--- src/design/ibufPkg.sv ---
`default_nettype none

package ibufPkg;

   // Instruction field widths
   localparam int OpcW = 6;
   localparam int RegW = 5;
   localparam int ImmW = 16;
   // Extended bits below rb in the raw immediate
   localparam int AltW = 11;

   // Immediate prefix and return
   localparam logic [OpcW-1:0] opImm = 6'o54;
   localparam logic [OpcW-1:0] opRtd = 6'o55;

   // Unconditional branches
   localparam logic [OpcW-1:0] opBru0 = 6'o46;
   localparam logic [OpcW-1:0] opBru1 = 6'o56;

   // Conditional branches
   localparam logic [OpcW-1:0] opBcc0 = 6'o47;
   localparam logic [OpcW-1:0] opBcc1 = 6'o57;

   // Multi-cycle execute ops
   localparam logic [OpcW-1:0] opMul0 = 6'o20;
   localparam logic [OpcW-1:0] opMul1 = 6'o30;
   localparam logic [OpcW-1:0] opBsf0 = 6'o21;
   localparam logic [OpcW-1:0] opBsf1 = 6'o31;

   // Branch-and-link to vector 0x40
   // Link register r30, base r12
   localparam logic [31:0] intOp = {
      6'o56,
      5'h1e,
      5'h0c,
      16'h0040
   };

endpackage

`default_nettype wire
--- src/design/ibufTop.sv ---
`timescale 1ns/100ps
`default_nettype none

module ibufTop #(
   parameter int SYNC_DEPTH = 2
) (
   input  logic                     gclk,
   input  logic                     grst,
   input  logic [31:0]              iData,
   input  logic                     sysInt,
   input  logic                     msrIe,
   input  logic                     dEn,
   input  logic                     oEna,
   output logic [ibufPkg::OpcW-1:0] opc,
   output logic [ibufPkg::RegW-1:0] rd,
   output logic [ibufPkg::RegW-1:0] ra,
   output logic [ibufPkg::RegW-1:0] rb,
   output logic [ibufPkg::AltW-1:0] alt,
   output logic [ibufPkg::ImmW-1:0] imm,
   output logic [31:0]              simm,
   output logic [31:0]              ireg,
   output logic                     fStall
);

   // Handshake between latch and decoder
   logic intPend;
   logic intTaken;

   irqLatch #(
      .SYNC_DEPTH(SYNC_DEPTH)
   ) uIrq (
      .gclk    (gclk),
      .grst    (grst),
      .sysInt  (sysInt),
      .msrIe   (msrIe),
      .intTaken(intTaken),
      .intPend (intPend)
   );

   instrDecode uDec (
      .gclk    (gclk),
      .grst    (grst),
      .dEn     (dEn),
      .intPend (intPend),
      .iData   (iData),
      .opc     (opc),
      .rd      (rd),
      .ra      (ra),
      .imm     (imm),
      .rb      (rb),
      .alt     (alt),
      .simm    (simm),
      .ireg    (ireg),
      .intTaken(intTaken)
   );

   // Stall follows the registered opcode
   stallGen uStall (
      .gclk  (gclk),
      .grst  (grst),
      .oEna  (oEna),
      .opc   (opc),
      .fStall(fStall)
   );

endmodule

`default_nettype wire

--- src/design/instrDecode.sv ---
`timescale 1ns/100ps
`default_nettype none

module instrDecode (
   input  logic                     gclk,
   input  logic                     grst,
   // Decode enable, the only back-pressure
   input  logic                     dEn,
   // Interrupt waiting to be injected
   input  logic                     intPend,
   // Fetched instruction word
   input  logic [31:0]              iData,
   output logic [ibufPkg::OpcW-1:0] opc,
   output logic [ibufPkg::RegW-1:0] rd,
   output logic [ibufPkg::RegW-1:0] ra,
   output logic [ibufPkg::ImmW-1:0] imm,
   output logic [ibufPkg::RegW-1:0] rb,
   output logic [ibufPkg::AltW-1:0] alt,
   output logic [31:0]              simm,
   // Selected word ahead of the decode register
   output logic [31:0]              ireg,
   output logic                     intTaken
);

   // Decode registers
   logic [ibufPkg::OpcW-1:0] rOpc;
   logic [ibufPkg::RegW-1:0] rRd;
   logic [ibufPkg::RegW-1:0] rRa;
   logic [ibufPkg::ImmW-1:0] rImm;
   logic [31:0]              rSimm;

   // Registered word rebuilt from the fields
   logic [31:0] curWord;

   // Classes of the current opcode
   logic isImm;
   logic isRtd;
   logic isBru;
   logic isBcc;
   logic noInject;

   logic [31:0] selWord;
   logic [31:0] nextSimm;

   assign isImm = (rOpc == ibufPkg::opImm);
   assign isRtd = (rOpc == ibufPkg::opRtd);
   assign isBru = (rOpc == ibufPkg::opBru0) | (rOpc == ibufPkg::opBru1);
   assign isBcc = (rOpc == ibufPkg::opBcc0) | (rOpc == ibufPkg::opBcc1);

   // Keep IMM pairs together, never steal a delay slot
   assign noInject = isImm | isRtd | isBru | isBcc;

   // Swap in the branch-and-link while a request waits
   assign selWord = (intPend & ~noInject) ? ibufPkg::intOp : iData;

   // Prefix supplies the upper half
   // otherwise sign-extend the low 16 bits
   always_comb begin
      if (isImm) begin
         nextSimm = {rImm, selWord[15:0]};
      end else begin
         nextSimm = {{16{selWord[15]}}, selWord[15:0]};
      end
   end

   always_ff @(posedge gclk) begin
      if (grst) begin
         rOpc  <= '0;
         rRd   <= '0;
         rRa   <= '0;
         rImm  <= '0;
         rSimm <= '0;
      end else if (dEn) begin
         {rOpc, rRd, rRa, rImm} <= selWord;
         rSimm <= nextSimm;
      end
   end

   assign curWord = {rOpc, rRd, rRa, rImm};

   // Injected word now in the decode register
   assign intTaken = (curWord == ibufPkg::intOp);

   assign opc  = rOpc;
   assign rd   = rRd;
   assign ra   = rRa;
   assign imm  = rImm;
   assign simm = rSimm;
   assign ireg = selWord;

   // rb and extended bits share the raw immediate
   assign rb  = rImm[ibufPkg::ImmW-1:ibufPkg::AltW];
   assign alt = rImm[ibufPkg::AltW-1:0];

endmodule

`default_nettype wire

--- src/design/stallGen.sv ---
`timescale 1ns/100ps
`default_nettype none

module stallGen (
   input  logic                     gclk,
   input  logic                     grst,
   // Execute stage enable level
   input  logic                     oEna,
   // Registered opcode from the decoder
   input  logic [ibufPkg::OpcW-1:0] opc,
   output logic                     fStall
);

   logic isMul;
   logic isBsf;
   logic rStall;
   logic rStallDly;

   // Multiply and barrel-shift need two extra cycles
   assign isMul = (opc == ibufPkg::opMul0) | (opc == ibufPkg::opMul1);
   assign isBsf = (opc == ibufPkg::opBsf0) | (opc == ibufPkg::opBsf1);

   always_ff @(posedge gclk) begin
      if (grst) begin
         rStall    <= 1'b0;
         rStallDly <= 1'b0;
      end else begin
         rStallDly <= rStall;
         // No retrigger while already stalling
         if (oEna) begin
            rStall <= ~rStall & (isMul | isBsf);
         end else begin
            rStall <= 1'b0;
         end
      end
   end

   // Stall and its delayed copy give the two-cycle window
   assign fStall = rStall | rStallDly;

endmodule

`default_nettype wire

--- src/design/irqLatch.sv ---
`timescale 1ns/100ps
`default_nettype none

module irqLatch #(
   parameter int SYNC_DEPTH = 2
) (
   input  logic gclk,
   input  logic grst,
   // Raw external interrupt, asynchronous to gclk
   input  logic sysInt,
   // Interrupt enable from the status register
   input  logic msrIe,
   // Injected word reached the decode register
   input  logic intTaken,
   output logic intPend
);

   // Synchronizer chain, newest sample in bit 0
   logic [SYNC_DEPTH-1:0] rSync;
   logic                  rPend;
   logic                  shot;

   // Oldest stage fires the pending flag
   assign shot = rSync[SYNC_DEPTH-1];

   always_ff @(posedge gclk) begin
      if (grst) begin
         rSync <= '0;
         rPend <= 1'b0;
      end else begin
         // Sample only while interrupts are enabled
         if (msrIe) begin
            rSync <= {rSync[SYNC_DEPTH-2:0], sysInt};
         end
         // Sticky until the injection is seen
         if (intTaken) begin
            rPend <= 1'b0;
         end else begin
            // Disable drops the request at once
            rPend <= (rPend | shot) & msrIe;
         end
      end
   end

   assign intPend = rPend;

endmodule

`default_nettype wire

--- config.mk ---
export PLATFORM = sky130hd
export DESIGN_NAME = ibufTop
export DESIGN_NICKNAME = d
export VERILOG_FILES = /design/src/design/ibufPkg.sv /design/src/design/ibufTop.sv /design/src/design/instrDecode.sv /design/src/design/stallGen.sv /design/src/design/irqLatch.sv
export SDC_FILE = /design/constraint.sdc
export NUM_CORES = 1
export LEC_CHECK = 0
export BUFFER_PORTS_ARGS = -buffer_cell sky130_fd_sc_hd__buf_2
export CORE_UTILIZATION = 45
export CTS_CLUSTER_SIZE = 20
export DETAILED_ROUTE_END_ITERATION = 10
export MAX_ROUTING_LAYER = met4
export PLACE_DENSITY = 0.82
export SETUP_SLACK_MARGIN = 0.2
export SLEW_MARGIN = 20
export SYNTH_ARGS = -nofsm -noshare
export SYNTH_HDL_FRONTEND = slang
export SYNTH_SLANG_ARGS = --single-unit
--- constraint.sdc ---
create_clock -name gclk -period 2.1 [get_ports gclk]
set_clock_uncertainty 0.15 [all_clocks]
set_input_delay 0.42 -clock gclk [delete_from_list [all_inputs] [get_ports gclk]]
set_output_delay 0.42 -clock gclk [all_outputs]
set_load 0.05 [all_outputs]
# ---- Yosys cells after proc, flatten, opt, wreduce, memory -nomap -nowiden
# Index checks and enable logic that the tools add are counted.
dict set report word_totals {
  out_inout_bits 113
  wordCells 40
  reg_bits 69
  input_bits 38
}
dict set report op_classes {
  eq_ne 11
  n_reduce_logical 2
  mux 2
  bitwise 16
}
# operator n
set op_table {}
lappend op_table {{$mux 32} 2}
lappend op_table {{$eq 6x6->1 const B} 6}
lappend op_table {{$eq 32x32->1 const B} 1}
lappend op_table {{$eq 6x5->1 const B} 4}
lappend op_table {{$or 1x1->1} 10}
lappend op_table {{$reduce_or 2->1} 2}
lappend op_table {{$and 1x1->1} 3}
lappend op_table {{$not 1->1} 3}

# ---- Depth between registers and ports, before layout
# Gate-level depths: netlist of run 1.
dict set report depth {
  word_depth 8
  ltp_mapped 6
  ltp_nobuf 4
}

# ---- Hierarchy
# From an unflattened synthesis of run 1, not the netlist that was laid out.
dict set report hier_totals {
  cells_unflattened 306
  area_unflattened_um2 2668.8
}
# mod area_each_um2 seq_area_each_um2 cells_per_inst instances
set by_module_without_submodules {}
lappend by_module_without_submodules {instrDecode 2491.1 960.9 290 1}
lappend by_module_without_submodules {irqLatch 106.4 60.1 9 1}
lappend by_module_without_submodules {stallGen 71.3 40.0 7 1}

# ---- Worst setup path after synthesis of run 1
# OpenSTA, ideal clock, no wires.
dict set report synth_path {
  kind {reg-to-output}
  startpoint {register uDec.rOpc, in the netlist uDec.opc[2]}
  endpoint {output ireg[17]}
  path_stages_with_launch 5
  t_required_ps 1530
  arrival_time_ps 1859
  path_buffers 1
  slack_ps -329
  path_cell_list {dfxtp_1 -> nand3b_4 -> o21ai_4 -> clkbuf_1 -> and2_1}
}
dict set report synth_between {
  elab_chain_len 7
}
# item line_no
set synth_lines {}
lappend synth_lines {{from (decl)} instrDecode.sv:26} ;# logic [ibufPkg::OpcW-1:0] rOpc;
lappend synth_lines {{from (signal assigned)} instrDecode.sv:74} ;# {rOpc, rRd, rRa, rImm} <= selWord;
lappend synth_lines {{$eq 6x6->1 (on tied branches)} {instrDecode.sv:45, instrDecode.sv:46, instrDecode.sv:47}}
lappend synth_lines {{$or 1x1->1 (on tied branches)} {instrDecode.sv:51, instrDecode.sv:47}}
lappend synth_lines {{$or 1x1->1} instrDecode.sv:51} ;# assign noInject = isImm | isRtd | isBru | isBcc;
lappend synth_lines {{$or 1x1->1 (*)} instrDecode.sv:51}
lappend synth_lines {{$not 1->1 (*)} instrDecode.sv:54} ;# assign selWord = (intPend & ~noInject) ? ibufPkg::intOp : iData;
lappend synth_lines {{$and 1x1->1 (*)} instrDecode.sv:54}
lappend synth_lines {{$mux 32 (*)} instrDecode.sv:54}
lappend synth_lines {{to (decl)} ibufTop.sv:21} ;# output logic [31:0] ireg,
# Mark *: on every way between the ends. The rest lies on a longest branch, timed or not.

# ---- Worst setup path after layout of run 1
dict set report layout_path {
  startpoint {register uDec.rOpc, in the netlist uDec.opc[4]}
  endpoint {output ireg[13]}
}
# The elaborated chain is that of the path after synthesis.

==> results of run 1 <==
## registers in the layout (all words and copies together), names as in the netlist
signal	flops
uDec.simm	32
uDec.rd	5
uDec.opc	6
uStall.rStall	1
uStall.rStallDly	1
uIrq.rSync	2
uDec.ra	5
uIrq.intPend	1
## how the worst min path moves through the flow
stage / startpoint / to / slack, ps / cells after the start
floorplan: uStall.rStall / uStall.rStallDly / 290 / 1
global placement: uDec.opc[2] / uStall.rStall / 310 / 1
detailed placement: uDec.opc[2] / uStall.rStall / 320 / 1
CTS: sysInt / uIrq.rSync[0] / 200 / 3
global route: sysInt / uIrq.rSync[0] / 210 / 3
finish: sysInt / uIrq.rSync[0] / 210 / 3
## kinds of logic (layout without fill, tap and decap cells)
| group | after synthesis | after routing | share of synthesized area, % |
|---|---|---|---|
| AOI/OAI and AO/OA | 52 | 53 | 15.9 |
| muxes | 2 | 2 | 0.720 |
| DFF | 53 | 53 | 38.2 |
| buffers and inverters | 84 | 180 | 18.6 |
| and+or+nand+nor | 139 | 139 | 26.6 |
## metal layers
metal  global-route usage [%]  up-vias  part of all wire, %
li1                         -     1259                    -
met1                     26.5     1240                   40
met2                     45.4      130                   52
met3                     4.89       12                  6.2
met4                     8.21        0                  1.9
met5                        -        -                    0
## power by group
group	switching [µW]	total, µW	internal (µW)
sequential	64.7	1130	1070
combinational	668	944	276
clock	310	548	238
## stage by stage
step	utilization, %	setup TNS [ps]	area (µm²)	hold WS, ps	setup slack [ps]
floorplan	-	0	2820	294	212
global placement	54.9	0	3270	306	149
detailed placement	54.9	0	3270	318	105
CTS	61.5	0	3660	199	9.55
global route	62.8	-610	3740	208	-54.0
finish	62.8	0	3740	212	17.2
## cell type report
cell class	count	share of cell area (%)
Clock buffer	8	2.14
Multi-Input combinational cell	194	35.4
Tap cell	75	2.51
Inverter	11	1.10
Timing Repair Buffer	161	30.0
Sequential cell	53	28.8
## synth_stat cells
cell type	count	area [µm²]
nand3b_4	1	20.0
a21oi_1	21	105
buf_6	2	22.5
and2_1	21	131
or3_1	1	6.26
mux2i_1	2	20.0
o21ai_4	1	16.3
nor4bb_1	3	30.0
nor4b_1	2	17.5
a21oi_2	1	8.76
inv_1	11	41.3
o31ai_2	1	12.5
clkbuf_1	17	63.8
nor2_1	56	210
buf_4	48	360
buf_1	1	3.75
nor3b_1	1	7.51
nand4bb_1	1	11.3
nand2b_1	22	138
a2111oi_1	6	60.1
dfxtp_1	53	1060
o21a_1	1	7.51
nor2b_1	1	6.26
a2111oi_2	10	150
buf_2	5	25.0
or2_2	1	6.26
nand3_1	22	110
nand4_1	1	6.26
a211oi_1	11	82.6
nor2_2	2	12.5
nor4_1	4	25.0
## cell usage in the layout (no fill, tap or decap), drive strengths merged, types with 3 or more instances in the layout
master	synthesis	final
inv	11	11
nand3	22	22
nand2b	22	22
buf	56	160
nor4	4	4
nor2	58	58
dfxtp	53	53
a2111oi	16	16
a21oi	22	22
nor4bb	3	3
a211oi	11	11
clkbuf	17	8
and2	21	21
## worst reg2reg max path: stages (launching register included)
cell       delay (ps)
dfxtp_2           330
nand3b_4          190
buf_4             160
o31ai_2           290
a21oi_4           170
a2111oi_1         370
## what timing repair did
action                                  in CTS  in global routing
endpoints found under the setup margin      48                 34
setup buffers                                3                  0
pin swaps                                    2                  0
cloned                                       2                  0
resized for setup                           78                 21
==> flow_summary.json, run 1 <==
{
  "status": "complete, no violations",
  "cap_violations": 0,
  "startpoint": "uDec.opc[4]",
  "clock_latency_ps": 300,
  "clock-sinks": 53,
  "yosysWarningCount": 0,
  "nFillCells": 506,
  "drt-pass1-iter-count": 5,
  "ys_types": 31,
  "p_leak_uw": 0.00179,
  "grt_overflow": 0,
  "ioPinCount": 151,
  "drt_iter0_drc": 108,
  "crit_cells": 5,
  "synth_seq_area_share_pct": 38.2,
  "cp-end-kind": "output port",
  "cts-root-buf": "clkbuf_8",
  "drive_above_1_share_pct": 51.5,
  "critical_path_class": "reg2out",
  "coreArea_um2": 5960,
  "syn_area_um2": 2780,
  "start_kind": "flop",
  "crit_path_cell_trace": "nand3b_4 -> o21ai_4 -> buf_12 -> and2_1 -> buf_6",
  "final_hold_viol_count": 0,
  "period_needed_ps": 2080,
  "grt_start_max_net_pins": 97,
  "initial_utilization_pct": 46.7,
  "syn-num-nets": 368,
  "r2r_cells": 5,
  "design.die.area_um2": 6490,
  "synth-seq-cells": 53,
  "grt_pass1_vias": 2409,
  "gp_congestion": 0.761,
  "place_inst": 489,
  "maxSlewViolCount": 0,
  "peakVddDrop_mv": 0.433,
  "cts_buffers": 5,
  "cts_tree": "yes",
  "post-route-drc-count": 0,
  "setup_violations": 0,
  "power.density_nw_per_um2": 702,
  "synth_area_per_cell_um2": 8.42,
  "vias_per_cell": 5.26,
  "cpPeakStageDelay_ps": 330,
  "wire_per_inst_um": 15.5,
  "worstPathArrival_ps": 1510,
  "hold_class": "in2reg",
  "hpwlAfterDp_um": 5000,
  "endpoint": "ireg[13]",
  "synthToLayoutAreaGrowth_pct": 34.5,
  "antenna_found_initial": 0,
  "die_h_um": 80.6,
  "rsz0062_at_grt": "yes",
  "clk_pin_slew_ps": 90,
  "multi_input_area_um2": 1320,
  "finalNonFillerCells": 502,
  "worstPathMaxFanout": 21,
  "detail-route-antenna-nets": 0,
  "holdBufCountCts": 0,
  "cp_slowest_cell": "dfxtp_2",
  "total_power_uw": 2620,
  "slew_headroom_pct": 56.1,
  "fin_nets": 464,
  "port_buffers": 150,
  "num_rows": 28,
  "finalCritPeriodShare_pct": 99.2,
  "synth_cells": 330,
  "grt_pass1_wl_um": 11700,
  "clockBufferDepth": 2,
  "crit_required_ps": 1530,
  "regArea_um2": 1080,
  "max_freq_mhz": 480,
  "diodes": 0,
  "path_buf_inv": 2,
  "finalWirelength_um": 7780,
  "ff2ff_setup_slack_ps": 320,
  "cts-htree-levels": 2,
  "timing.rr.end": "uDec.simm[20]",
  "worst_path_dominant_cell_family": "simple AND/OR/NAND/NOR gates",
  "worst_pin_slew_ps": 657,
  "r2r-start": "uDec.opc[4]",
  "gr-usage-all-layers_pct": 24.8,
  "die_x_um": 80.6,
  "vias": 2641
}
Power figures use the tool's default switching activity.
==> run 2: changes to the inputs <==
- CORE_UTILIZATION: 45 -> 44
- PLACE_DENSITY: 0.82 -> 0.88
- SYNTH_HIERARCHICAL: default -> 1
==> run 2 against run 1 <==
The flow now finishes with violations (negative setup slack); combinational power up 1%; sequential share of layout area is 0.76 points higher; critical endpoint is now ireg[24]; largest power group unchanged; non-clock buffer count grew 3; via count is 6.0% lower; critical path type unchanged; largest cell class unchanged; register-to-register slack worse by 310 ps; routed wire length fell by 0.30%; first-iteration DRC count grew 22%.
==> flow_summary.json, run 2 <==
{
  "antenna_found_initial": 0,
  "yosysWarningCount": 6,
  "fin_util_pct": 62.1,
  "gr-usage-all-layers_pct": 23.2,
  "ioPinCount": 151,
  "finalWirelength_um": 7760,
  "finalSetupTns_ps": -34.0,
  "clk_pin_slew_ps": 90,
  "total_power_uw": 2630,
  "cp_slowest_cell": "dfxtp_4",
  "rsz0062_at_grt": "yes",
  "cts-root-buf": "clkbuf_8",
  "period_needed_ps": 2110,
  "place_inst": 472,
  "clock_latency_ps": 290,
  "setup_violations": 7,
  "synth_area_per_cell_um2": 8.72,
  "holdWs_ps": 220,
  "vias": 2483,
  "ys_async_sr_fraction_pct": 0,
  "gp_congestion": 0.899,
  "layout_commonest_cell": "buf_2",
  "die_x_um": 79.9,
  "r2r-start": "uDec/opc[4]",
  "ff2ff_setup_slack_ps": 10,
  "synth-seq-cells": 53,
  "worstPathArrival_ps": 1540,
  "final_hold_viol_count": 0,
  "design.die.area_um2": 6380,
  "max_freq_mhz": 474,
  "status": "finished, violations left",
  "grt_pass1_wl_um": 11000,
  "largest_reg_flops": 17,
  "synth.area.top_cells": "dfxtp_1 (40%), buf_4 (14%), nor2_1 (11%)",
  "layout_setup_ws_ps": -8.17,
  "drive_above_1_share_pct": 58.1,
  "initial_utilization_pct": 45.3,
  "hold_class": "in2reg",
  "clockBufferDepth": 2,
  "synth_flop_cell": "dfxtp_1",
  "grt_start_max_net_pins": 34,
  "synth_top_area_cell": "dfxtp_1",
  "post-route-drc-count": 0,
  "crit_cells": 5,
  "synthTopCellsByCount": "nor2_1 (79), dfxtp_1 (53), buf_4 (48)",
  "drt-pass1-iter-count": 4,
  "synth_cells": 306,
  "grt_overflow": 0,
  "cts_buffers": 5,
  "cts-htree-levels": 2,
  "timing.rr.end": "uDec/simm[17]",
  "startpoint": "uDec/opc[4]",
  "holdBufCountCts": 0,
  "wire_per_inst_um": 15.9,
  "synth_top_area_share_pct": 39.8,
  "ys_types": 32,
  "vias_per_cell": 5.09,
  "final_cell_mix": "buf_2 (117), nor2_1 (68), dfxtp_1 (47)",
  "slew_headroom_pct": 71.7,
  "diodes": 0,
  "maxSlewViolCount": 0,
  "cts_tree": "yes",
  "violations": "negative setup slack",
  "worstPathMaxFanout": 12,
  "detail-route-antenna-nets": 0,
  "num_rows": 28,
  "worst_pin_slew_ps": 425,
  "crit_path_cell_trace": "nand3b_4 -> o21a_4 -> nor2_1 -> inv_2 -> buf_4",
  "grt_pass1_vias": 2285,
  "finalCritPeriodShare_pct": 100,
  "die_h_um": 79.9,
  "p_leak_uw": 0.00188,
  "fin_nets": 450,
  "start_kind": "flop",
  "path_buf_inv": 2,
  "yosysMostFrequentCell": "nor2_1",
  "synthToLayoutAreaGrowth_pct": 36.9,
  "finalNonFillerCells": 488,
  "drt_iter0_drc": 132,
  "power.density_nw_per_um2": 720,
  "cp-end-kind": "output port",
  "syn-num-nets": 344,
  "critical_path_class": "reg2out",
  "synth-edff-count": 0,
  "crit_required_ps": 1530,
  "cap_violations": 0,
  "peakVddDrop_mv": 0.327,
  "r2r_cells": 6,
  "port_buffers": 150,
  "cpPeakStageDelay_ps": 350,
  "worst_path_dominant_cell_family": "simple AND/OR/NAND/NOR gates",
  "syn_area_um2": 2670,
  "synth_seq_area_share_pct": 39.8,
  "endpoint": "ireg[24]",
  "clock-sinks": 53,
  "hpwlAfterDp_um": 4950,
  "coreArea_um2": 5890
}
==> run 2: cell count changes after synthesis, moves of 4 or more <==
| cell | before | now |
|---|---|---|
| nand2b_1 | 22 | 2 |
| a211oi_2 | 0 | 10 |
| a2111oi_1 | 6 | 0 |
| a21oi_1 | 21 | 1 |
| nor2_1 | 56 | 79 |
| clkbuf_1 | 17 | 13 |
| nand3_1 | 22 | 2 |
| a211oi_1 | 11 | 17 |
| a2111oi_2 | 10 | 0 |
| mux2i_1 | 2 | 22 |
==> run 2: worst register-to-register path, delay by kind of cell (launching register included) <==
family                 cells  cell delay (ps)
AO/OA/AOI/OAI              2              540
flip-flops                 1              350
buffers and inverters      2              260
AND/OR/NAND/NOR            2              710
==> run 2: metal layers <==
layer	track usage, %	vias to the layer above	wire, µm
met5	-	-	0
met4	9.29	0	151
met3	4.80	18	406
met2	39.7	110	4030
met1	26.3	1178	3170
li1	-	1177	-
==> run 2: worst min path at each step <==
stage                  start                to  cells past startpoint
2_1_floorplan  uStall/rStall  uStall/rStallDly                      1
3_3_place_gp   uDec/simm[26]     uDec/simm[26]                      2
3_5_place_dp   uDec/simm[26]     uDec/simm[26]                      2
4_1_cts            iData[11]      uDec/imm[11]                      3
5_1_grt            iData[20]        uDec/ra[4]                      3
6_report           iData[11]      uDec/imm[11]                      3
==> run 2: metrics by stage <==
step           cell area (µm²)  setup WS [ps]
2_1_floorplan             2710            157
3_3_place_gp              3150            195
3_5_place_dp              3150            156
4_1_cts                   3590           8.67
5_1_grt                   3650          -69.5
6_report                  3650          -8.17
==> run 2: final cells by class <==
type,count,area (µm²)
Fill cell,489,2230
Multi-Input combinational cell,177,1270
Timing Repair Buffer,164,1080
Tap cell,75,93.8
Sequential cell,53,1080
Clock inverter,3,12.5
Inverter,11,41.3
Clock buffer,5,68.8
==> run 2: power by group <==
part	switching [µW]	internal [µW]	total, µW	leakage (µW)
clock	315	225	540	0.0000430
combinational	682	274	956	0.00139
sequential	66.8	1070	1130	0.000442
==> run 2: timing repair <==
action,CTS,global route
resized for setup,100,10
cloned,2,1
endpoints found under the setup margin,32,49
buffers inserted,4,1
pin swaps,23,16
==> run 2: cell families (layout without fill, tap and decap cells) <==
group / Yosys count / count (layout) / share of synthesized area [%]
simple gates: 122 / 122 / 22.6
mux: 22 / 22 / 8.25
compound gates: 32 / 33 / 11.2
flops: 53 / 53 / 39.8
buf+inv: 77 / 183 / 18.2
